**src/rv_pkg.sv**
```systemverilog
package rv_pkg;

    localparam int unsigned XLEN       = 32;
    localparam int unsigned NUM_REGS   = 32;
    localparam int unsigned REG_ADDR_W = 5;
    localparam logic [XLEN-1:0] RESET_PC = 32'h0000_0000;

    // base opcodes of the supported subset
    typedef enum logic [6:0] {
        OPC_LUI    = 7'b0110111,
        OPC_JAL    = 7'b1101111,
        OPC_BRANCH = 7'b1100011,
        OPC_LOAD   = 7'b0000011,
        OPC_STORE  = 7'b0100011,
        OPC_OP_IMM = 7'b0010011,
        OPC_OP     = 7'b0110011
    } opcode_e;

    typedef enum logic [3:0] {
        ALU_ADD,
        ALU_SUB,
        ALU_AND,
        ALU_OR,
        ALU_XOR,
        ALU_SLL,
        ALU_SRL,
        ALU_SRA,
        ALU_SLT,
        ALU_SLTU,
        ALU_PASS_B
    } alu_op_e;

    typedef struct packed {
        logic [6:0] funct7;
        logic [4:0] rs2;
        logic [4:0] rs1;
        logic [2:0] funct3;
        logic [4:0] rd;
        logic [6:0] opcode;
    } r_fmt_t;

    typedef struct packed {
        logic [11:0] imm;
        logic [4:0]  rs1;
        logic [2:0]  funct3;
        logic [4:0]  rd;
        logic [6:0]  opcode;
    } i_fmt_t;

    typedef struct packed {
        logic [6:0] imm_hi;
        logic [4:0] rs2;
        logic [4:0] rs1;
        logic [2:0] funct3;
        logic [4:0] imm_lo;
        logic [6:0] opcode;
    } s_fmt_t;

    // branch offset bits are scattered, bit 0 is implicit
    typedef struct packed {
        logic       imm12;
        logic [5:0] imm10_5;
        logic [4:0] rs2;
        logic [4:0] rs1;
        logic [2:0] funct3;
        logic [3:0] imm4_1;
        logic       imm11;
        logic [6:0] opcode;
    } b_fmt_t;

    typedef struct packed {
        logic [19:0] imm;
        logic [4:0]  rd;
        logic [6:0]  opcode;
    } u_fmt_t;

    typedef struct packed {
        logic       imm20;
        logic [9:0] imm10_1;
        logic       imm11;
        logic [7:0] imm19_12;
        logic [4:0] rd;
        logic [6:0] opcode;
    } j_fmt_t;

    typedef union packed {
        r_fmt_t            r;
        i_fmt_t            i;
        s_fmt_t            s;
        b_fmt_t            b;
        u_fmt_t            u;
        j_fmt_t            j;
        logic [XLEN-1:0]   raw;
    } instr_u;

    typedef struct packed {
        alu_op_e         alu_op;
        logic            alu_src_imm;
        logic [XLEN-1:0] imm;
        logic            reg_wen;
        logic            mem_ren;
        logic            mem_wen;
        logic            is_branch;
        logic            branch_ne;
        logic            is_jal;
        logic            illegal;
    } ctrl_t;

    typedef struct packed {
        logic [XLEN-1:0] addr;
        logic [XLEN-1:0] wdata;
        logic            wen;
        logic [3:0]      ben;
    } dmem_req_t;

    typedef struct packed {
        logic                  valid;
        logic [XLEN-1:0]       insn;
        logic [XLEN-1:0]       pc_rdata;
        logic [XLEN-1:0]       pc_wdata;
        logic [REG_ADDR_W-1:0] rd_addr;
        logic [XLEN-1:0]       rd_wdata;
        logic                  trap;
    } retire_t;

    typedef struct packed {
        logic                               valid;
        logic [63:0]                        order;
        logic [XLEN-1:0]                    insn;
        logic                               trap;
        logic [XLEN-1:0]                    pc_rdata;
        logic [XLEN-1:0]                    pc_wdata;
        logic [NUM_REGS-1:0]                x_wb;
        logic [NUM_REGS-1:0][XLEN-1:0]      x_wdata;
    } rvvi_trace_t;

endpackage

```
**src/rv_decoder.sv**
```systemverilog
`timescale 1ns/1ns

module rv_decoder (
    input  rv_pkg::instr_u instr_i,
    output rv_pkg::ctrl_t  ctrl_o
);

    // shared funct3 mapping for OP and OP_IMM
    function automatic rv_pkg::alu_op_e funct3_op(input logic [2:0] funct3, input logic alt);
        rv_pkg::alu_op_e op;
        case (funct3)
            3'b000:  op = alt ? rv_pkg::ALU_SUB : rv_pkg::ALU_ADD;
            3'b001:  op = rv_pkg::ALU_SLL;
            3'b010:  op = rv_pkg::ALU_SLT;
            3'b011:  op = rv_pkg::ALU_SLTU;
            3'b100:  op = rv_pkg::ALU_XOR;
            3'b101:  op = alt ? rv_pkg::ALU_SRA : rv_pkg::ALU_SRL;
            3'b110:  op = rv_pkg::ALU_OR;
            default: op = rv_pkg::ALU_AND;
        endcase
        return op;
    endfunction

    logic [2:0] funct3;
    logic [6:0] funct7;

    assign funct3 = instr_i.r.funct3;
    assign funct7 = instr_i.r.funct7;

    always_comb begin
        ctrl_o        = '0;
        ctrl_o.alu_op = rv_pkg::ALU_ADD;
        case (instr_i.r.opcode)
            rv_pkg::OPC_LUI: begin
                ctrl_o.alu_op      = rv_pkg::ALU_PASS_B;
                ctrl_o.alu_src_imm = 1'b1;
                ctrl_o.imm         = {instr_i.u.imm, 12'b0};
                ctrl_o.reg_wen     = 1'b1;
            end
            rv_pkg::OPC_JAL: begin
                ctrl_o.is_jal  = 1'b1;
                ctrl_o.reg_wen = 1'b1;
                ctrl_o.imm     = {{12{instr_i.j.imm20}}, instr_i.j.imm19_12,
                                  instr_i.j.imm11, instr_i.j.imm10_1, 1'b0};
            end
            rv_pkg::OPC_BRANCH: begin
                // only beq and bne
                ctrl_o.is_branch = 1'b1;
                ctrl_o.branch_ne = funct3[0];
                ctrl_o.imm       = {{20{instr_i.b.imm12}}, instr_i.b.imm11,
                                    instr_i.b.imm10_5, instr_i.b.imm4_1, 1'b0};
                ctrl_o.illegal   = (funct3[2:1] != 2'b00);
            end
            rv_pkg::OPC_LOAD: begin
                ctrl_o.mem_ren     = 1'b1;
                ctrl_o.reg_wen     = 1'b1;
                ctrl_o.alu_src_imm = 1'b1;
                ctrl_o.imm         = {{20{instr_i.i.imm[11]}}, instr_i.i.imm};
                ctrl_o.illegal     = (funct3 != 3'b010);
            end
            rv_pkg::OPC_STORE: begin
                ctrl_o.mem_wen     = 1'b1;
                ctrl_o.alu_src_imm = 1'b1;
                ctrl_o.imm         = {{20{instr_i.s.imm_hi[6]}}, instr_i.s.imm_hi,
                                      instr_i.s.imm_lo};
                ctrl_o.illegal     = (funct3 != 3'b010);
            end
            rv_pkg::OPC_OP_IMM: begin
                ctrl_o.alu_src_imm = 1'b1;
                ctrl_o.reg_wen     = 1'b1;
                ctrl_o.imm         = {{20{instr_i.i.imm[11]}}, instr_i.i.imm};
                ctrl_o.alu_op      = funct3_op(funct3, (funct3 == 3'b101) && funct7[5]);
                // shift immediates carry a funct7 field
                if (funct3 == 3'b001) begin
                    ctrl_o.illegal = (funct7 != 7'b0000000);
                end else if (funct3 == 3'b101) begin
                    ctrl_o.illegal = ((funct7 & 7'b1011111) != 7'b0000000);
                end
            end
            rv_pkg::OPC_OP: begin
                ctrl_o.reg_wen = 1'b1;
                ctrl_o.alu_op  = funct3_op(funct3, funct7[5]);
                ctrl_o.illegal = (funct7 != 7'b0000000) &&
                                 !((funct7 == 7'b0100000) &&
                                   ((funct3 == 3'b000) || (funct3 == 3'b101)));
            end
            default: begin
                ctrl_o.illegal = 1'b1;
            end
        endcase

        // a trap must not change any state
        if (ctrl_o.illegal) begin
            ctrl_o.reg_wen   = 1'b0;
            ctrl_o.mem_ren   = 1'b0;
            ctrl_o.mem_wen   = 1'b0;
            ctrl_o.is_branch = 1'b0;
            ctrl_o.is_jal    = 1'b0;
        end
    end

endmodule

```
**src/rv_regfile.sv**
```systemverilog
`timescale 1ns/1ns

module rv_regfile (
    input  logic        clk_i,
    input  logic        rst_n_i,
    input  logic [4:0]  rs1_addr_i,
    input  logic [4:0]  rs2_addr_i,
    output logic [31:0] rs1_data_o,
    output logic [31:0] rs2_data_o,
    input  logic        wen_i,
    input  logic [4:0]  rd_addr_i,
    input  logic [31:0] rd_wdata_i
);

    logic [rv_pkg::XLEN-1:0] regs [rv_pkg::NUM_REGS];

    always_ff @(posedge clk_i) begin
        if (!rst_n_i) begin
            for (int i = 0; i < rv_pkg::NUM_REGS; i++) begin
                regs[i] <= '0;
            end
        end else if (wen_i && (rd_addr_i != 5'd0)) begin
            regs[rd_addr_i] <= rd_wdata_i;
        end
    end

    // x0 is never written, so it reads zero
    assign rs1_data_o = regs[rs1_addr_i];
    assign rs2_data_o = regs[rs2_addr_i];

endmodule

```
**src/rv_alu.sv**
```systemverilog
`timescale 1ns/1ns

module rv_alu (
    input  rv_pkg::alu_op_e op_i,
    input  logic [31:0]     a_i,
    input  logic [31:0]     b_i,
    output logic [31:0]     result_o,
    output logic            equal_o
);

    logic [4:0] shamt;
    logic       lt_signed;
    logic       lt_unsigned;

    assign shamt       = b_i[4:0];
    assign lt_signed   = $signed(a_i) < $signed(b_i);
    assign lt_unsigned = a_i < b_i;

    always_comb begin
        case (op_i)
            rv_pkg::ALU_ADD:    result_o = a_i + b_i;
            rv_pkg::ALU_SUB:    result_o = a_i - b_i;
            rv_pkg::ALU_AND:    result_o = a_i & b_i;
            rv_pkg::ALU_OR:     result_o = a_i | b_i;
            rv_pkg::ALU_XOR:    result_o = a_i ^ b_i;
            rv_pkg::ALU_SLL:    result_o = a_i << shamt;
            rv_pkg::ALU_SRL:    result_o = a_i >> shamt;
            rv_pkg::ALU_SRA:    result_o = $unsigned($signed(a_i) >>> shamt);
            rv_pkg::ALU_SLT:    result_o = {31'b0, lt_signed};
            rv_pkg::ALU_SLTU:   result_o = {31'b0, lt_unsigned};
            // lui goes straight through
            rv_pkg::ALU_PASS_B: result_o = b_i;
            default:            result_o = a_i + b_i;
        endcase
    end

    // branch compare on the register operands
    assign equal_o = (a_i == b_i);

endmodule

```
**src/core.sv**
```systemverilog
`timescale 1ns/1ns

module core (
    input  logic                clk_i,
    input  logic                rst_n_i,
    input  logic [31:0]         imem_rdata_i,
    output logic [31:0]         imem_addr_o,
    input  logic [31:0]         dmem_rdata_i,
    output rv_pkg::dmem_req_t   dmem_req_o,
    output rv_pkg::retire_t     retire_o
);

    logic [rv_pkg::XLEN-1:0]       pc_q;
    logic                          fetch_valid_q;
    rv_pkg::instr_u                fetch_insn_q;
    logic [rv_pkg::XLEN-1:0]       fetch_pc_q;

    rv_pkg::ctrl_t                 ctrl;
    logic [rv_pkg::REG_ADDR_W-1:0] rd_addr;
    logic [rv_pkg::XLEN-1:0]       rs1_data;
    logic [rv_pkg::XLEN-1:0]       rs2_data;
    logic [rv_pkg::XLEN-1:0]       alu_b;
    logic [rv_pkg::XLEN-1:0]       alu_result;
    logic                          alu_equal;
    logic [rv_pkg::XLEN-1:0]       pc_plus4;
    logic [rv_pkg::XLEN-1:0]       target;
    logic                          branch_taken;
    logic                          redirect;
    logic                          reg_wen;
    logic [rv_pkg::XLEN-1:0]       wb_data;

    // fetch stage
    assign imem_addr_o = pc_q;

    always_ff @(posedge clk_i) begin
        if (!rst_n_i) begin
            pc_q          <= rv_pkg::RESET_PC;
            fetch_valid_q <= 1'b0;
        end else if (redirect) begin
            // drop the instruction fetched behind the jump
            pc_q          <= target;
            fetch_valid_q <= 1'b0;
        end else begin
            pc_q          <= pc_q + 32'd4;
            fetch_valid_q <= 1'b1;
        end
    end

    always_ff @(posedge clk_i) begin
        fetch_insn_q <= imem_rdata_i;
        fetch_pc_q   <= pc_q;
    end

    // execute stage
    rv_decoder i_decoder (
        .instr_i ( fetch_insn_q ),
        .ctrl_o  ( ctrl )
    );

    assign rd_addr = fetch_insn_q.r.rd;
    assign reg_wen = fetch_valid_q && ctrl.reg_wen;

    rv_regfile i_regfile (
        .clk_i      ( clk_i ),
        .rst_n_i    ( rst_n_i ),
        .rs1_addr_i ( fetch_insn_q.r.rs1 ),
        .rs2_addr_i ( fetch_insn_q.r.rs2 ),
        .rs1_data_o ( rs1_data ),
        .rs2_data_o ( rs2_data ),
        .wen_i      ( reg_wen ),
        .rd_addr_i  ( rd_addr ),
        .rd_wdata_i ( wb_data )
    );

    assign alu_b = ctrl.alu_src_imm ? ctrl.imm : rs2_data;

    rv_alu i_alu (
        .op_i     ( ctrl.alu_op ),
        .a_i      ( rs1_data ),
        .b_i      ( alu_b ),
        .result_o ( alu_result ),
        .equal_o  ( alu_equal )
    );

    // branch and jal share the pc relative adder
    assign pc_plus4     = fetch_pc_q + 32'd4;
    assign target       = fetch_pc_q + ctrl.imm;
    assign branch_taken = ctrl.is_branch && (alu_equal ^ ctrl.branch_ne);
    assign redirect     = fetch_valid_q && (branch_taken || ctrl.is_jal);

    always_comb begin
        if (ctrl.is_jal) begin
            wb_data = pc_plus4;
        end else if (ctrl.mem_ren) begin
            wb_data = dmem_rdata_i;
        end else begin
            wb_data = alu_result;
        end
    end

    // word access only
    assign dmem_req_o.addr  = alu_result;
    assign dmem_req_o.wdata = rs2_data;
    assign dmem_req_o.wen   = fetch_valid_q && ctrl.mem_wen;
    assign dmem_req_o.ben   = 4'b1111;

    always_comb begin
        retire_o.valid    = fetch_valid_q;
        retire_o.insn     = fetch_insn_q.raw;
        retire_o.pc_rdata = fetch_pc_q;
        retire_o.pc_wdata = redirect ? target : pc_plus4;
        retire_o.rd_addr  = ctrl.reg_wen ? rd_addr : '0;
        retire_o.rd_wdata = (ctrl.reg_wen && (rd_addr != '0)) ? wb_data : '0;
        retire_o.trap     = ctrl.illegal;
    end

    a_no_store_on_trap: assert property (
        @(posedge clk_i) disable iff (!rst_n_i)
        !(dmem_req_o.wen && retire_o.valid && retire_o.trap)
    );

endmodule

```
**src/rvfi_tracker.sv**
```systemverilog
`timescale 1ns/1ns

module rvfi_tracker (
    input  logic            clk_i,
    input  logic            rst_n_i,
    input  rv_pkg::retire_t retire_i,
    output rv_pkg::retire_t retire_o,
    output logic [63:0]     order_o
);

    logic                    valid_q;
    logic [63:0]             order_q;
    rv_pkg::retire_t         retire_q;
    logic [rv_pkg::XLEN-1:0] last_pc_wdata_q;

    always_ff @(posedge clk_i) begin
        if (!rst_n_i) begin
            valid_q <= 1'b0;
            order_q <= '0;
        end else begin
            valid_q <= retire_i.valid;
            // index moves on once the current record has been shown
            if (valid_q) begin
                order_q <= order_q + 64'd1;
            end
        end
    end

    // payload only loads on a real retirement
    always_ff @(posedge clk_i) begin
        if (retire_i.valid) begin
            retire_q <= retire_i;
        end
        if (valid_q) begin
            last_pc_wdata_q <= retire_q.pc_wdata;
        end
    end

    always_comb begin
        retire_o       = retire_q;
        retire_o.valid = valid_q;
    end

    assign order_o = order_q;

    // control flow continuity across retirements, bubbles included
    a_pc_chain: assert property (
        @(posedge clk_i) disable iff (!rst_n_i)
        (valid_q && (order_q != 64'd0)) |-> (retire_q.pc_rdata == last_pc_wdata_q)
    );

endmodule

```
**src/rvvi_wrapper.sv**
```systemverilog
`timescale 1ns/1ns

module rvvi_wrapper (
    input  logic                clk_i,
    input  logic                rst_n_i,
    input  logic [31:0]         imem_rdata_i,
    output logic [31:0]         imem_addr_o,
    input  logic [31:0]         dmem_rdata_i,
    output rv_pkg::dmem_req_t   dmem_req_o,
    output rv_pkg::rvvi_trace_t rvvi_o
);

    rv_pkg::retire_t core_retire;
    rv_pkg::retire_t trk_retire;
    logic [63:0]     trk_order;

    logic [rv_pkg::NUM_REGS-1:0]                   x_wb;
    logic [rv_pkg::NUM_REGS-1:0][rv_pkg::XLEN-1:0] x_wdata;

    core i_core (
        .clk_i        ( clk_i ),
        .rst_n_i      ( rst_n_i ),
        .imem_rdata_i ( imem_rdata_i ),
        .imem_addr_o  ( imem_addr_o ),
        .dmem_rdata_i ( dmem_rdata_i ),
        .dmem_req_o   ( dmem_req_o ),
        .retire_o     ( core_retire )
    );

    rvfi_tracker i_tracker (
        .clk_i    ( clk_i ),
        .rst_n_i  ( rst_n_i ),
        .retire_i ( core_retire ),
        .retire_o ( trk_retire ),
        .order_o  ( trk_order )
    );

    // spread rd over the one-hot writeback view
    always_comb begin
        x_wb    = '0;
        x_wdata = '0;
        if (trk_retire.valid && (trk_retire.rd_addr != '0)) begin
            x_wb[trk_retire.rd_addr]    = 1'b1;
            x_wdata[trk_retire.rd_addr] = trk_retire.rd_wdata;
        end
    end

    always_comb begin
        rvvi_o.valid    = trk_retire.valid;
        rvvi_o.order    = trk_order;
        rvvi_o.insn     = trk_retire.insn;
        rvvi_o.trap     = trk_retire.trap;
        rvvi_o.pc_rdata = trk_retire.pc_rdata;
        rvvi_o.pc_wdata = trk_retire.pc_wdata;
        rvvi_o.x_wb     = x_wb;
        rvvi_o.x_wdata  = x_wdata;
    end

    // a trapping record writes no register either
    a_x_wb_onehot: assert property (
        @(posedge clk_i) disable iff (!rst_n_i)
        $onehot0(rvvi_o.x_wb) && !rvvi_o.x_wb[0] &&
        !(rvvi_o.trap && (rvvi_o.x_wb != '0))
    );

endmodule

```
**config.mk**
```make
export PLATFORM = sky130hd
export DESIGN_NAME = rvvi_wrapper
export DESIGN_NICKNAME = d
export VERILOG_FILES = /design/src/rv_pkg.sv /design/src/rv_decoder.sv /design/src/rv_regfile.sv /design/src/rv_alu.sv /design/src/core.sv /design/src/rvfi_tracker.sv /design/src/rvvi_wrapper.sv
export SDC_FILE = /design/constraint.sdc
export NUM_CORES = 2
export LEC_CHECK = 0
export ABC_CLOCK_PERIOD_IN_PS = 9100
export BUFFER_PORTS_ARGS = -buffer_cell sky130_fd_sc_hd__buf_2
export CAP_MARGIN = 20
export CORE_AREA = 2 2 540 542
export DETAILED_ROUTE_END_ITERATION = 10
export DIE_AREA = 0 0 542 544
export GPL_TIMING_DRIVEN = 0
export SLEW_MARGIN = 5
export SYNTH_ARGS = -nofsm -noshare
export SYNTH_HDL_FRONTEND = slang
export SYNTH_SLANG_ARGS = --single-unit
```
**constraint.sdc**
```tcl
create_clock -name clk_i -period 9.1 [get_ports clk_i]
set_input_delay 0.455 -clock clk_i [delete_from_list [all_inputs] [get_ports clk_i]]
set_output_delay 0.455 -clock clk_i [all_outputs]
set_load 0.02 [all_outputs]
```
=== After elaboration in Yosys (flattened, before gate mapping) ===
Memory sizes are Yosys's and may differ from the RTL's. A register that Yosys moved wholly into a read port is not among the register bits.
Cells that the tools add are included.

* Div/mod/pow operators: 0
* Equal/unequal tests: 26
* Reductions and logical operators: 26
* Multipliers: 0
* Shift operators: 3
* Muxes and demuxes: 39
* Add/subtract/negate cells: 6
* Bitwise logic cells: 5
* Order comparisons: 4

{| class="wikitable"
|+ Operators by type and width
! cell !! number
|-
| bitwise AND 1024 bit || 1
|-
| 2-to-1 mux 1024 bit || 1
|-
| case mux 32 bit (10 select lines) || 1
|-
| 2-to-1 mux 32 bit || 8
|-
| demux 32 bit (select 5 bit) || 1
|-
| case mux 32 bit (5 select lines) || 1
|-
| adder 32 x 3 -> 32 bit, second input constant || 2
|-
| adder 32 bit || 2
|-
| adder 64 x 1 -> 64 bit, second input constant || 1
|-
| < comparator 32 bit || 2
|-
| case mux 4 bit (7 select lines) || 2
|-
| bitwise AND 32 bit || 1
|-
| == test 32 bit || 1
|-
| OR 32 bit || 1
|-
| OR reduction 32 bit || 1
|-
| left shift 32 x 5 -> 32 bit || 1
|-
| >> shifter 32 x 5 -> 32 bit || 1
|-
| >>> shifter 32 x 5 -> 32 bit || 1
|-
| subtractor 32 bit || 1
|-
| bitwise XOR 32 bit || 1
|-
| == test 7 x 6 -> 1 bit, second input constant || 4
|-
| 2-to-1 mux 1 bit || 19
|-
| == test 4 x 3 -> 1 bit, second input constant || 4
|-
| == test 7 bit, second input constant || 2
|-
| 28 further kinds || 49
|}

* Output and inout bits: 1319
* Bits in latches: 0
* Input port bits: 66
* Memory bits (writable): 1024
* Memory bits (read-only): 0
* Memories: 1
* Bits in registers: 296
* Logic and storage cells: 122

{| class="wikitable"
|+ Memories
! name !! words !! bits a word !! rd ports !! clocked after memory_dff !! write ports !! RTL line !! RTL
|-
| i_core.i_regfile.regs || 32 || 32 || 2 || 2 || 32 || rv_regfile.sv:15 || <nowiki>logic [rv_pkg::XLEN-1:0] regs [rv_pkg::NUM_REGS];</nowiki>
|}

=== Logic depth before layout (Yosys ltp) ===
* Depth in word-level cells: 14
* Mapped depth: 29
* Depth with buffers taken out: 21

=== Modules after synthesis ===
Synthesis repeated with hierarchy kept, for this count alone.

* Cells, all modules: 8737
* Area, all modules: 85827.3 µm²

{| class="wikitable"
|+ Modules (own cells, without submodules)
! module !! area each (µm²) !! sequential area each (µm²) !! times used !! cells an instance
|-
| rv_regfile || 55717.2 || 30749.5 || 1 || 4609
|-
| rv_alu || 9123.8 || 0.0 || 1 || 1252
|-
| rvfi_tracker || 7183.1 || 5325.1 || 1 || 510
|-
| core || 7038.0 || 1941.9 || 1 || 866
|-
| rvvi_wrapper || 6038.3 || 0.0 || 1 || 1388
|-
| rv_decoder || 726.9 || 0.0 || 1 || 112
|}

=== Worst setup path before layout ===
Ideal clock, no wire load.

* Kind: register -> register
* Start: reg i_core.fetch_insn_q[20] (netlist name)
* End: mem i_core.i_regfile.regs[10][23] (netlist name), data pin
* Clock period less this slack: 8.270 ns
* Required time: 8.830 ns
* Slack: 0.830 ns
* Buffers on the path: 12
* Cell stages (with the launch flop): 29
* Arrival time: 8.000 ns
* Library setup time: 0.270 ns
* Path through: dfxtp_1 > buf_4 > buf_6 > buf_6 > buf_4 > buf_6 > buf_2 > buf_2 > clkbuf_1 > clkbuf_1 > buf_2 > mux4_2 > mux4_2 > mux2_2 > a22oi_1 > ha_1 > clkbuf_1 > a2111o_1 > o22a_1 > o31a_1 > a2111oi_1 > nor3_1 > or3_1 > a221oi_1 > a21oi_1 > or4_1 > o211ai_1 > buf_2 > a21oi_1

{| class="wikitable"
|+ RTL lines
! what !! RTL line !! RTL
|-
| start: declaration || core.sv:15 || <nowiki>rv_pkg::instr_u fetch_insn_q;</nowiki>
|-
| start signal: assignment || core.sv:50 || <nowiki>fetch_insn_q <= imem_rdata_i;</nowiki>
|-
| end: declaration || rv_regfile.sv:15 ||
|}

==> impl_metrics.ini <==
[global_route]
grt_max_degree = 53
grt_pass1_wl_mm = 824.8
grt_pass1_vias = 78020
antenna_found_initial = 134
grtUsageTotal_pct = 43.07
grt_overflow = 0

[run]
maxCapViolCount = 0

[finish]
finalNonFillerCells = 14090
syn2layout_area_growth_pct = 27.80
final_nets = 10230
drive_gt1_share_pct = 29.54
final_util_pct = 37.40

[route]
routed_wl_mm = 662.8
ant_nets = 0
routed_via_density = 6.332
drcViolationCount = 0
drt_iter0_drc = 15820
wl_per_cell_um = 47.05
drtPass1Iterations = 8
vias = 89200

[floorplan]
die_h_um = 544
io_pins = 1385
dieArea_mm2 = 0.2948
initial_core_util_pct = 29.26
rows = 198
chipWidth_um = 542
core_region_area_mm2 = 0.2894

[timing]
fin_skew_ns = 0.08144
finalHoldViolations = 0
setup_violations = 64
fin_crit_ns = 9.381
tightest_slew_ns = 1.361
fmax_mhz = 106.6
setup_slack_ns = -0.2814
drv_slew = 0
fin_tns_setup_ns = -3.307
finalCritPeriodShare_pct = 103.1
maxSlewHeadroom_pct = 8.672

[synthesis]
ys_seq_area_share_pct = 44.89
ys_seq_elements = 1320
yosysTopAreaCell = edfxtp_1
syn_area_mm2 = 0.08468
syn_avg_cell_area_um2 = 10.38
netlist_instances = 8160
synthTopCellsByArea = edfxtp_1, mux4_2, and2_1, mux2i_1, nor2_1
yosysTopAreaCellShare_pct = 41.06
synth_common_cells = edfxtp_1, nor2_1, and2_1, mux2i_1, clkbuf_1
async_reset_ff_share_pct = 0
synth-main-ff-cell = edfxtp_1
netlist-cell-type-count = 112
yosys_warnings = 0
synth_edf_count = 1158
synth.most_common_cell = edfxtp_1

[pwr]
power_density_mw_per_mm2 = 185.4
p_sw_w = 0.007805
power_frac_seq_pct = 34.6
comb_power_share_pct = 32.0
internal-power_w = 0.01226
ir_drop_uv = 131.6
pwr-share-clk_pct = 33.4
leakage_nw = 45.70
p_total_w = 0.02007
switching_share_pct = 38.90

[critical_path]
crit_path_start = i_core.fetch_insn_q[15]$_DFF_P_
rr_worst_depth = 23
path_class = reg2out
r2r_start = i_core.fetch_insn_q[15]$_DFF_P_
required_ns = 8.65
critPathCaptureType = primary output
start_kind = flop
cp-endpoint = dmem_req_o[37]
path_max_fanout = 11
r2r_end = i_core.i_regfile.regs[24][27]$_SDFFCE_PN0P_
arrival_ns = 8.93
r2r_setup_slack_ns = -0.12

[place]
post-dp-hpwl_mm = 510.8
gp_congestion = 1.084
numPortBuffers = 1347
place_ws_ns = -3.331
post-place-cells = 13590

[clock_tree]
clock_sinks = 1320
clk_pin_slew_ns = 0.07
cts_tree = yes
insertion_delay_ns = 0.91
cts_root_buffer = clkbuf_16
cts_buffers = 162
clock_path_buffers = 4
htreeDepth = 4

[hold_path]
hp-class = in2reg

[run_status]
status = finished with violations
violations = setup timing
worst max-delay path, cell delays in order (launching register included):
cell and delay (ns):
dfxtp_1 0.46, clkbuf_4 0.40, nand4b_1 0.45, clkbuf_4 0.59
buf_2 0.67, o22ai_1 0.15, nor2_1 0.12, nand2_1 0.37
or2_2 0.63, ha_1 0.34, clkbuf_1 0.25, o21a_1 0.25
o31a_1 0.15, o21ai_1 0.27, nand3b_1 0.28, a2111oi_4 0.51
buf_4 0.21, o31ai_4 0.11, a221o_1 0.49, a41oi_2 0.36
nor3b_1 0.13, a211oi_2 0.51, buf_4 0.24
worst min-delay path by stage:
stage	cells after the start	slack [ns]	start	end
after CTS	2	0.15	imem_rdata_i[19]	i_core.fetch_insn_q[19]$_DFF_P_
after floorplan	0	0.40	i_core.fetch_insn_q[17]$_DFF_P_	i_tracker.retire_o[119]$_DFFE_PP_
after global routing	5	0.17	dmem_rdata_i[12]	i_tracker.retire_o[13]$_SDFFCE_PN0P_
final	5	0.14	dmem_rdata_i[12]	i_tracker.retire_o[13]$_SDFFCE_PN0P_
after detailed placement	0	0.39	i_core.imem_addr_o[12]$_SDFF_PN0_	i_core.fetch_pc_q[12]$_DFF_P_
after global placement	0	0.38	i_core.imem_addr_o[14]$_SDFF_PN0_	i_core.fetch_pc_q[14]$_DFF_P_
stage by stage:
step,cell area [um2],hold slack (ns)
6_report,108200,0.1373
3_3_place_gp,96430,0.3784
3_5_place_dp,100700,0.3891
5_1_grt,107900,0.1650
2_1_floorplan,84930,0.4029
4_1_cts,107300,0.1525
routing by layer:
| layer | wire length (um) | track usage [%] | share of wire [%] | vias up |
|---|---|---|---|---|
| met5 | 1908 | 3.506 | 0.29 | - |
| li1 | - | - | - | 33410 |
| met4 | 72510 | 39.01 | 11 | 74 |
| met3 | 102300 | 22.84 | 15 | 2564 |
| met2 | 257600 | 57.77 | 39 | 9197 |
| met1 | 228500 | 48.60 | 34 | 43960 |
layout make-up:
cell class / instances / area [um2]
Fill cell: 29170 / 181100
Multi-Input combinational cell: 5842 / 42850
Sequential cell: 1320 / 38030
Timing Repair Buffer: 1658 / 11260
Buffer: 916 / 5290
Tap cell: 3800 / 4755
Clock buffer: 196 / 4318
Clock inverter: 88 / 882.1
Inverter: 131 / 501.7
Antenna cell: 136 / 340.3
flip-flops by register name, summed over array words and instances, names as in the netlist:
name and count:
i_core.fetch_pc_q 32, i_tracker.retire_o 134, i_core.i_regfile.regs 1024, i_core.fetch_insn_q 32, i_tracker.order_o 64, i_core.imem_addr_o 32
i_tracker.valid_q 1, i_core.fetch_valid_q 1
logic make-up after synthesis:
| logic type | after synthesis | synth area share [%] |
|---|---|---|
| flip-flops | 1320 | 44.89 |
| other | 2 | 0.008869 |
| buffers and inverters | 1065 | 5.934 |
| multiplexers | 927 | 15.88 |
| AO/OA/AOI/OAI | 1435 | 11.36 |
| XOR/XNOR | 153 | 1.582 |
| adder cells (fa/ha/maj) | 134 | 2.007 |
| AND/OR/NAND/NOR | 3124 | 18.34 |
power by group through the flow:
| stage | sequential, W | clock, W | combinational (W) |
|---|---|---|---|
| final | 0.00694 | 0.00671 | 0.00642 |
| after detailed placement | 0.00705 | 0 | 0.00578 |
| after global placement | 0.00709 | 0 | 0.00558 |
| after global routing | 0.00695 | 0.00685 | 0.00633 |
| after CTS | 0.00693 | 0.00666 | 0.00593 |
| after floorplan | 0.00699 | 0 | 0.00278 |
cells in the final DEF, fill, tap and decap left out, drive strengths merged, types with 69 or more instances in the layout:
cell / n
and2: 1019
o22ai: 113
nor3: 87
clkbuf: 728
xnor2: 71
xor2: 82
nand2: 388
a211oi: 198
edfxtp: 1158
diode: 136
o21ai: 186
a22oi: 128
ha: 131
nand3: 167
mux4: 329
conb: 69
buf: 2008
mux2i: 558
inv: 138
dfxtp: 162
a21oi: 394
nor2: 1180
what timing repair did:
action                                  CTS  global route
gates resized for setup                 265           103
setup endpoints to repair              1023           203
setup buffers                            21            33
endpoints found under the hold margin    32             0
hold buffers                             32             0
pin swaps                                16            16
Note: power is estimated with default switching activity, not from simulation.
